==> config.mk <==
export PLATFORM = sky130hd
export DESIGN_NAME = pipeCpu
export DESIGN_NICKNAME = d
export VERILOG_FILES = /design/src/source/cpuPkg.sv /design/src/source/fetchUnit.sv /design/src/source/decodeUnit.sv /design/src/source/executeUnit.sv /design/src/source/memoryUnit.sv /design/src/source/hazardUnit.sv /design/src/source/pipeCpu.sv
export SDC_FILE = /design/constraint.sdc
export NUM_CORES = 2
export LEC_CHECK = 0
export BUFFER_PORTS_ARGS = -buffer_cell sky130_fd_sc_hd__buf_2
export CORE_ASPECT_RATIO = 1.75
export CORE_MARGIN = 5
export CORE_UTILIZATION = 35
export DETAILED_ROUTE_END_ITERATION = 10
export PLACE_DENSITY = 0.56
export SLEW_MARGIN = 20
export SYNTH_ARGS = -nofsm -noshare
export SYNTH_HDL_FRONTEND = slang
export SYNTH_HIERARCHICAL = 1
export SYNTH_SLANG_ARGS = --single-unit
==> constraint.sdc <==
create_clock -name clk -period 18.1 [get_ports clk]
set_input_delay 2.715 -clock clk [delete_from_list [all_inputs] [get_ports clk]]
set_output_delay 2.715 -clock clk [all_outputs]
set_load 0.02 [all_outputs]
==> src/source/cpuPkg.sv <==
// Core shared definitions
package cpuPkg;

	localparam int DataWidth = 32;
	localparam int RegCount = 32;

	typedef logic [DataWidth-1:0] wordT;
	typedef logic [4:0] regAddrT;

	typedef enum logic [5:0] {
		OpAlu  = 6'b00_0000,
		OpAddi = 6'b00_0001,
		OpBeq  = 6'b00_0100,
		OpLw   = 6'b01_0100,
		OpSw   = 6'b01_0101,
		OpNop  = 6'b11_1110,
		OpHalt = 6'b11_1111
	} opcodeT;

	// Register-register function lives in instruction bits 1..0
	typedef enum logic [1:0] {
		AluAdd = 2'd0,
		AluSub = 2'd1,
		AluAnd = 2'd2,
		AluOr  = 2'd3
	} aluOpT;

	typedef enum logic [1:0] {
		FwdNone = 2'd0,
		FwdMem  = 2'd1,
		FwdWb   = 2'd2
	} fwdSelT;

	typedef struct packed {
		logic valid;
		aluOpT aluOp;
		logic useImm;
		logic isLoad;
		logic isStore;
		logic isBranch;
		logic isHalt;
		logic regWrite;
		regAddrT destReg;
		regAddrT srcA;
		regAddrT srcB;
		wordT srcAVal;
		wordT srcBVal;
		wordT imm;
		wordT nextPc;
	} idExT;

	typedef struct packed {
		logic valid;
		logic isLoad;
		logic isStore;
		logic isHalt;
		logic regWrite;
		regAddrT destReg;
		wordT result;
		wordT storeData;
		logic branchTaken;
		wordT branchTarget;
	} exMemT;

	typedef struct packed {
		logic en;
		regAddrT addr;
		wordT data;
	} regWriteT;

	typedef struct packed {
		logic valid;
		wordT addr;
	} instrReqT;

	typedef struct packed {
		logic valid;
		logic write;
		wordT addr;
		wordT wrData;
	} dataReqT;

endpackage

==> src/source/fetchUnit.sv <==
// Instruction fetch stage
`timescale 1ns/1ns

module fetchUnit import cpuPkg::*; #(
	parameter wordT ResetPc = '0
) (
	input logic clk,
	input logic rst_n,
	input logic fullStall,
	input logic semiStall,
	input logic redirect,
	input wordT redirectPc,
	input logic halted,
	input wordT instrData,
	output instrReqT instrReq,
	output wordT ifInstr,
	output wordT ifNextPc,
	output logic ifValid
);

	wordT pc;
	wordT pcPlus4;

	assign pcPlus4 = pc + wordT'(4);

	// Request stays up on the current PC until halted
	assign instrReq.valid = !halted;
	assign instrReq.addr = pc;

	always_ff @(posedge clk) begin
		if (!rst_n) begin
			pc <= ResetPc;
			ifValid <= 1'b0;
			ifInstr <= {OpNop, 26'd0};
			ifNextPc <= ResetPc;
		end else if (!fullStall) begin
			if (redirect) begin
				// Taken branch, drop the instruction in flight
				pc <= redirectPc;
				ifValid <= 1'b0;
			end else if (halted) begin
				ifValid <= 1'b0;
			end else if (!semiStall) begin
				pc <= pcPlus4;
				ifValid <= 1'b1;
				ifInstr <= instrData;
				ifNextPc <= pcPlus4;
			end
		end
	end

endmodule

==> src/source/decodeUnit.sv <==
// Instruction decode and register file
`timescale 1ns/1ns

module decodeUnit import cpuPkg::*; (
	input logic clk,
	input logic rst_n,
	input logic fullStall,
	input logic semiStall,
	input logic flush,
	input wordT ifInstr,
	input wordT ifNextPc,
	input logic ifValid,
	input regWriteT wbWrite,
	output idExT idEx,
	output regAddrT idSrcA,
	output regAddrT idSrcB
);

	wordT regFile [RegCount];
	idExT dec;
	regAddrT rdField;
	regAddrT rsField;

	assign rdField = ifInstr[25:21];
	assign rsField = ifInstr[20:16];

	// Same-cycle writeback bypasses the array
	function automatic wordT readReg(regAddrT addr);
		wordT value;
		if (addr == '0) begin
			value = '0;
		end else if (wbWrite.en && wbWrite.addr == addr) begin
			value = wbWrite.data;
		end else begin
			value = regFile[addr];
		end
		return value;
	endfunction

	always_comb begin
		dec = '0;
		dec.valid = ifValid;
		dec.aluOp = AluAdd;
		dec.destReg = rdField;
		dec.imm = {{(DataWidth-16){ifInstr[15]}}, ifInstr[15:0]};
		dec.nextPc = ifNextPc;
		case (opcodeT'(ifInstr[31:26]))
			OpAlu: begin
				dec.aluOp = aluOpT'(ifInstr[1:0]);
				dec.regWrite = 1'b1;
				dec.srcA = rsField;
				dec.srcB = ifInstr[15:11];
			end
			OpAddi: begin
				dec.useImm = 1'b1;
				dec.regWrite = 1'b1;
				dec.srcA = rsField;
			end
			OpLw: begin
				dec.useImm = 1'b1;
				dec.isLoad = 1'b1;
				dec.regWrite = 1'b1;
				dec.srcA = rsField;
			end
			// Store data and branch compare use the rd field
			OpSw: begin
				dec.useImm = 1'b1;
				dec.isStore = 1'b1;
				dec.srcA = rsField;
				dec.srcB = rdField;
			end
			OpBeq: begin
				dec.isBranch = 1'b1;
				dec.srcA = rsField;
				dec.srcB = rdField;
			end
			OpHalt: dec.isHalt = 1'b1;
			default: ;
		endcase
		if (!ifValid) begin
			dec.srcA = '0;
			dec.srcB = '0;
		end
		dec.srcAVal = readReg(dec.srcA);
		dec.srcBVal = readReg(dec.srcB);
	end

	assign idSrcA = dec.srcA;
	assign idSrcB = dec.srcB;

	always_ff @(posedge clk) begin
		if (wbWrite.en && wbWrite.addr != '0) begin
			regFile[wbWrite.addr] <= wbWrite.data;
		end
	end

	always_ff @(posedge clk) begin
		if (!rst_n) begin
			idEx <= '0;
		end else if (!fullStall) begin
			idEx <= dec;
			if (flush || semiStall) begin
				idEx.valid <= 1'b0;
			end
		end
	end

endmodule

==> src/source/executeUnit.sv <==
// Execute stage with operand forwarding
`timescale 1ns/1ns

module executeUnit import cpuPkg::*; (
	input logic clk,
	input logic rst_n,
	input logic fullStall,
	input logic flush,
	input idExT idEx,
	input fwdSelT fwdSelA,
	input fwdSelT fwdSelB,
	input wordT memFwd,
	input regWriteT wbWrite,
	output exMemT exMem
);

	wordT opA;
	wordT opB;
	wordT aluB;
	wordT aluOut;
	wordT branchTarget;
	logic branchTaken;

	function automatic wordT pickOperand(fwdSelT sel, wordT regVal, wordT memVal,
			wordT wbVal);
		wordT value;
		case (sel)
			FwdMem: value = memVal;
			FwdWb: value = wbVal;
			default: value = regVal;
		endcase
		return value;
	endfunction

	always_comb begin
		opA = pickOperand(fwdSelA, idEx.srcAVal, memFwd, wbWrite.data);
		opB = pickOperand(fwdSelB, idEx.srcBVal, memFwd, wbWrite.data);
		aluB = idEx.useImm ? idEx.imm : opB;
		case (idEx.aluOp)
			AluAdd: aluOut = opA + aluB;
			AluSub: aluOut = opA - aluB;
			AluAnd: aluOut = opA & aluB;
			default: aluOut = opA | aluB;
		endcase
		// Word offset from the next PC
		branchTarget = idEx.nextPc + (idEx.imm << 2);
		branchTaken = idEx.isBranch && (opA == opB);
	end

	always_ff @(posedge clk) begin
		if (!rst_n) begin
			exMem <= '0;
		end else if (!fullStall) begin
			exMem.valid <= idEx.valid && !flush;
			exMem.isLoad <= idEx.isLoad;
			exMem.isStore <= idEx.isStore;
			exMem.isHalt <= idEx.isHalt;
			exMem.regWrite <= idEx.regWrite;
			exMem.destReg <= idEx.destReg;
			exMem.result <= aluOut;
			exMem.storeData <= opB;
			exMem.branchTaken <= branchTaken;
			exMem.branchTarget <= branchTarget;
		end
	end

endmodule

==> src/source/memoryUnit.sv <==
// Memory access and writeback stage
`timescale 1ns/1ns

module memoryUnit import cpuPkg::*; (
	input logic clk,
	input logic rst_n,
	input logic fullStall,
	input exMemT exMem,
	input wordT dataRdData,
	output dataReqT dataReq,
	output wordT memFwd,
	output regWriteT wbWrite,
	output logic redirect,
	output wordT redirectPc,
	output logic flush,
	output logic halted
);

	logic live;

	// Nothing past a retired halt may touch state
	assign live = exMem.valid && !halted;

	assign dataReq.valid = live && (exMem.isLoad || exMem.isStore);
	assign dataReq.write = exMem.isStore;
	assign dataReq.addr = exMem.result;
	assign dataReq.wrData = exMem.storeData;

	assign memFwd = exMem.result;

	// Not-taken is assumed, so a taken branch squashes the three younger slots
	assign redirect = live && exMem.branchTaken;
	assign redirectPc = exMem.branchTarget;
	assign flush = redirect;

	always_ff @(posedge clk) begin
		if (!rst_n) begin
			wbWrite <= '0;
			halted <= 1'b0;
		end else if (!fullStall) begin
			wbWrite.en <= live && exMem.regWrite;
			wbWrite.addr <= exMem.destReg;
			wbWrite.data <= exMem.isLoad ? dataRdData : exMem.result;
			if (live && exMem.isHalt) begin
				halted <= 1'b1;
			end
		end
	end

endmodule

==> src/source/hazardUnit.sv <==
// Forwarding and stall control
`timescale 1ns/1ns

module hazardUnit import cpuPkg::*; (
	input regAddrT idSrcA,
	input regAddrT idSrcB,
	input idExT idEx,
	input exMemT exMem,
	input regWriteT wbWrite,
	input instrReqT instrReq,
	input logic instrReady,
	input dataReqT dataReq,
	input logic dataReady,
	output fwdSelT fwdSelA,
	output fwdSelT fwdSelB,
	output logic fullStall,
	output logic semiStall
);

	logic loadInEx;

	// Youngest producer wins
	function automatic fwdSelT pickSource(regAddrT src, exMemT memStage, regWriteT wbStage);
		fwdSelT sel;
		if (src == '0) begin
			sel = FwdNone;
		end else if (memStage.valid && memStage.regWrite && memStage.destReg == src) begin
			sel = FwdMem;
		end else if (wbStage.en && wbStage.addr == src) begin
			sel = FwdWb;
		end else begin
			sel = FwdNone;
		end
		return sel;
	endfunction

	assign fwdSelA = pickSource(idEx.srcA, exMem, wbWrite);
	assign fwdSelB = pickSource(idEx.srcB, exMem, wbWrite);

	// Load result is one stage too late for the next instruction
	assign loadInEx = idEx.valid && idEx.isLoad && idEx.destReg != '0;
	assign semiStall = loadInEx && (idEx.destReg == idSrcA || idEx.destReg == idSrcB);

	assign fullStall = (instrReq.valid && !instrReady) || (dataReq.valid && !dataReady);

endmodule

==> src/source/pipeCpu.sv <==
// Five-stage pipelined core
`timescale 1ns/1ns

module pipeCpu import cpuPkg::*; #(
	parameter wordT ResetPc = '0
) (
	input logic clk,
	input logic rst_n,
	input wordT instrData,
	input logic instrReady,
	input wordT dataRdData,
	input logic dataReady,
	output instrReqT instrReq,
	output dataReqT dataReq,
	output logic halt
);

	wordT ifInstr;
	wordT ifNextPc;
	logic ifValid;
	idExT idEx;
	regAddrT idSrcA;
	regAddrT idSrcB;
	exMemT exMem;
	regWriteT wbWrite;
	wordT memFwd;
	wordT redirectPc;
	logic redirect;
	logic flush;
	logic fullStall;
	logic semiStall;
	fwdSelT fwdSelA;
	fwdSelT fwdSelB;

	fetchUnit #(
		.ResetPc(ResetPc)
	) fetch (
		.clk(clk),
		.rst_n(rst_n),
		.fullStall(fullStall),
		.semiStall(semiStall),
		.redirect(redirect),
		.redirectPc(redirectPc),
		.halted(halt),
		.instrData(instrData),
		.instrReq(instrReq),
		.ifInstr(ifInstr),
		.ifNextPc(ifNextPc),
		.ifValid(ifValid)
	);

	decodeUnit decode (
		.clk(clk),
		.rst_n(rst_n),
		.fullStall(fullStall),
		.semiStall(semiStall),
		.flush(flush),
		.ifInstr(ifInstr),
		.ifNextPc(ifNextPc),
		.ifValid(ifValid),
		.wbWrite(wbWrite),
		.idEx(idEx),
		.idSrcA(idSrcA),
		.idSrcB(idSrcB)
	);

	executeUnit execute (
		.clk(clk),
		.rst_n(rst_n),
		.fullStall(fullStall),
		.flush(flush),
		.idEx(idEx),
		.fwdSelA(fwdSelA),
		.fwdSelB(fwdSelB),
		.memFwd(memFwd),
		.wbWrite(wbWrite),
		.exMem(exMem)
	);

	memoryUnit memory (
		.clk(clk),
		.rst_n(rst_n),
		.fullStall(fullStall),
		.exMem(exMem),
		.dataRdData(dataRdData),
		.dataReq(dataReq),
		.memFwd(memFwd),
		.wbWrite(wbWrite),
		.redirect(redirect),
		.redirectPc(redirectPc),
		.flush(flush),
		.halted(halt)
	);

	hazardUnit hazard (
		.idSrcA(idSrcA),
		.idSrcB(idSrcB),
		.idEx(idEx),
		.exMem(exMem),
		.wbWrite(wbWrite),
		.instrReq(instrReq),
		.instrReady(instrReady),
		.dataReq(dataReq),
		.dataReady(dataReady),
		.fwdSelA(fwdSelA),
		.fwdSelB(fwdSelB),
		.fullStall(fullStall),
		.semiStall(semiStall)
	);

endmodule

==> summary.txt <==
Clocking
  • Reg clk slew, reported paths: 70 ps
  • CTS Buf Count: ~120
  • H-tree depth: 3
  • Root Buffer: clkbuf_16
  • Post-cts sizing count: 0
  • Worst-Skew Late Latency: 780 ps
  • Post-CTS Setup Bufs: 0
  • Max clock buf depth: 3
  • CTS Hold Bufs: 0
  • CTS tree: yes
  • Clock sink count: 1403

Worst setup path
  • Critical path endpoint category: flip-flop
  • Nature of the critical path startpoint: flip-flop
  • Max stage delay on crit path: 700 ps
  • R2r setup slk: 9980 ps
  • CP Data Arrival Time: 8790 ps
  • Critical path startpoint: execute/exMem[100]$_SDFFE_PN0N_
  • Worst Setup EP: execute/exMem[91]$_SDFFE_PN0N_
  • Crit path top cell by count: nor2_1
  • Worst path slowest cell: nor3b_1
  • Critical path class: flip-flop to flip-flop
  • Critical Path RT: 18770 ps
  • Worst reg2reg endpoint: execute/exMem[91]$_SDFFE_PN0N_
  • R2r worst-path depth: 26
  • Worst reg2reg path startpoint: execute/exMem[100]$_SDFFE_PN0N_
  • CP Max Fanout: 51

Yosys
  • Mapped cell area: just over 0.07 mm2
  • Ys Warns: 6
  • Ranking of synthesized cells by area: edfxtp_1 (43%), dfxtp_1 (11%), nand2_1 (7.0%), mux2i_1 (5.6%), nand3_1 (2.9%)
  • Area share of the largest cell type after synthesis: 0.430
  • Seq/Total Area, Yosys: 0.536
  • Synth Area per Inst: 10.2 um2
  • Syn Inst Count: around 7000
  • EDFF count, synth: 1024
  • Post-synth top area cell: edfxtp_1
  • Async set-reset flop share out of synthesis: 0
  • Synth cell types: 96
  • Primary FF master, synth: edfxtp_1
  • Number of synthesized register bits: 1403

Pwr
  • Combinational power share: 0.042
  • Switching pwr: 1.48 mW
  • Pleak: ~29 nW
  • Clk pwr share: 0.415
  • Sequential power share: 0.543
  • Internal power: 5.01 mW
  • Sw Share: 0.228
  • Peak supply drop: 0.0842 mV
  • Cell Pwr Density: 83.0 mW/mm2

Layout
  • Most common cell after layout, fill and taps aside: nand2_1
  • Area of the multi-input gates: 0.0299 mm2
  • Sequential cell area: 0.0383 mm2
  • Final Util: 0.384
  • Area grow syn2layout: 9.38%
  • Filler cell count: about 20000
  • Most frequent cells in the layout: nand2_1 (1335), edfxtp_1 (1024), nand3_1 (416)
  • Nets@finish: 6940
  • Fraction of layout cells with a size suffix above 1: 0.0961
  • Post-Layout Cell Count: between 9000 and 10000

Timing
  • Minimum clock period: 8120 ps
  • Final setup viols: 0
  • RSZ-0062 raised after global routing: false
  • Part of the cycle the worst path needs: 0.448
  • Worst Setup Slack, final: 9980 ps
  • Final TNS setup: 0 ps
  • Setup Skew: 46.5 ps
  • Fmax: 0.123 GHz
  • Tightest Pin Transition: 1200 ps
  • Pins over their slew limit: 0
  • Fin. Hold Viols: 0
  • Max-slew headroom: 0.199

Route
  • Antenna Violating Nets Remaining: 0
  • WL final: 286000 um
  • DR pass1 iterations: 5
  • DRC viols: 0
  • Initial drt markers: between 6000 and 7000
  • DR vias: 58500
  • Vias per Instance: 6.11
  • Avg WL per Cell: 29.9 um

Job
  • Max Cap Violations: 0

GRT
  • Overall Global Routing Usage: 0.257
  • Global-route wire length before repair: 404000 um
  • Initial antenna violation count: 22
  • GRT overflow: 0
  • Vias in the first global route: 57800
  • Largest net degree at the start of global routing: 134

Placed design
  • RD Place Congestion: 0.990
  • Placed cells: 9325
  • # port buffers: 167
  • Setup slack at placement: 10110 ps
  • Dpl hpwl: 173000 um

Floorplan
  • Chip height: 608 um
  • I/O pin total: 168
  • Num rows: 219
  • Core area: 0.203 mm2
  • Die ar.: 0.214 mm2
  • Starting Density: 0.351
  • Die Wd: 352 um

Status
  • Status: finished clean

Min path
  • Worst min path class: flip-flop to flip-flop
==> power groups by stage <==
| stage | clock network (mW) | registers [mW] | logic (mW) |
|---|---|---|---|
| floorplan | 0 | 3.59 | 0.166 |
| global placement | 0 | 3.59 | 0.267 |
| detailed placement | 0 | 3.59 | 0.270 |
| CTS | 2.73 | 3.52 | 0.271 |
| global route | 2.85 | 3.52 | 0.293 |
| finish | 2.69 | 3.52 | 0.274 |
==> worst max-delay path, delay by kind of cell (launching register included) <==
kind / cells / cell delay, ps
buffers and inverters: 3 / 790
xor gates and xnor gates: 2 / 310
AOI/OAI and AO/OA: 6 / 2170
and+or+nand+nor: 12 / 3300
adders and majority gates: 3 / 1000
DFF: 1 / 440
==> state kept, by name, summed over array words and instances, names as in the netlist <==
| name | count |
|---|---|
| decode/idEx | 136 |
| decode/regFile | 1024 |
| execute/exMem | 107 |
| fetch/ifInstr | 32 |
| fetch/ifNextPc | 32 |
| fetch/ifValid | 1 |
| fetch/pc | 32 |
| memory/halted | 1 |
| memory/wbWrite | 38 |
==> routing by layer <==
layer  share of wire  global-route usage  vias up
li1                -                   -    25400
met5         0.00022                   0        -
met4           0.090               0.194       10
met3           0.084              0.0460     1017
met2            0.48               0.438     3216
met1            0.34               0.283    28900
==> layout make-up <==
type / instances / share of cell area
timing repair buffer: 335 / 0.0283
multi-input combinational: 4878 / 0.383
clock buffer: 173 / 0.0446
antenna: 15 / 0.000480
tap: 2652 / 0.0425
clock inverter: 56 / 0.00754
sequential: 1403 / 0.491
inverter: 57 / 0.00301
==> cell usage after synthesis, drive strengths merged, types with 14 or more instances <==
master,instances
or3,16
xor2,75
o221ai,16
o21a,14
clkbuf,415
nor2b,82
a311oi,32
a211oi,81
o211ai,15
inv,55
buf,274
dfxtp,379
or2,16
and3,58
nand2b,41
a221o,19
nor2,271
nand2,1343
nand3,417
a32oi,84
o31ai,15
nand4,135
o22ai,199
o21ai,258
o211a,72
or2b,16
mux2,35
a31oi,91
edfxtp,1024
a22oi,262
a21o,29
xnor2,90
ha,74
maj3,28
mux2i,402
nor3,140
nor4,24
or4,37
and2,22
a21oi,215
==> logic make-up after synthesis <==
logic type               count (synthesis)  synth area share
AND/OR/NAND/NOR                       2655             0.169
AO/OA/AOI/OAI                         1483             0.141
flip-flops                            1403             0.536
buffers and inverters                  746            0.0517
multiplexers                           439            0.0640
XOR/XNOR                               165            0.0202
adder cells (fa/ha/maj)                104            0.0174
other                                    1         0.0000525
==> how the worst min path moves through the flow <==
stage               depth (start not counted)                            from                             end  slack, ps
floorplan                                   2   fetch/ifInstr[0]$_SDFFE_PN0P_   fetch/ifInstr[0]$_SDFFE_PN0P_        430
global placement                            2   fetch/ifInstr[1]$_SDFFE_PN0P_   fetch/ifInstr[1]$_SDFFE_PN0P_        440
detailed placement                          2   fetch/ifInstr[8]$_SDFFE_PN0P_   fetch/ifInstr[8]$_SDFFE_PN0P_        450
CTS                                         2  fetch/ifNextPc[3]$_SDFFE_PN0P_  fetch/ifNextPc[3]$_SDFFE_PN0P_        460
global route                                2  fetch/ifNextPc[3]$_SDFFE_PN0P_  fetch/ifNextPc[3]$_SDFFE_PN0P_        480
finish                                      2   fetch/ifInstr[0]$_SDFFE_PN0P_   fetch/ifInstr[0]$_SDFFE_PN0P_        460
==> metrics by stage <==
step | total power, mW | hold slack (ps) | instance area, um2
floorplan | 3.76 | 432 | 71600
finish | 6.49 | 460 | 78200
detailed placement | 3.86 | 450 | 74100
CTS | 6.52 | 463 | 78100
global placement | 3.86 | 443 | 74000
global route | 6.67 | 476 | 78100
(Power assumes the default switching activity.)
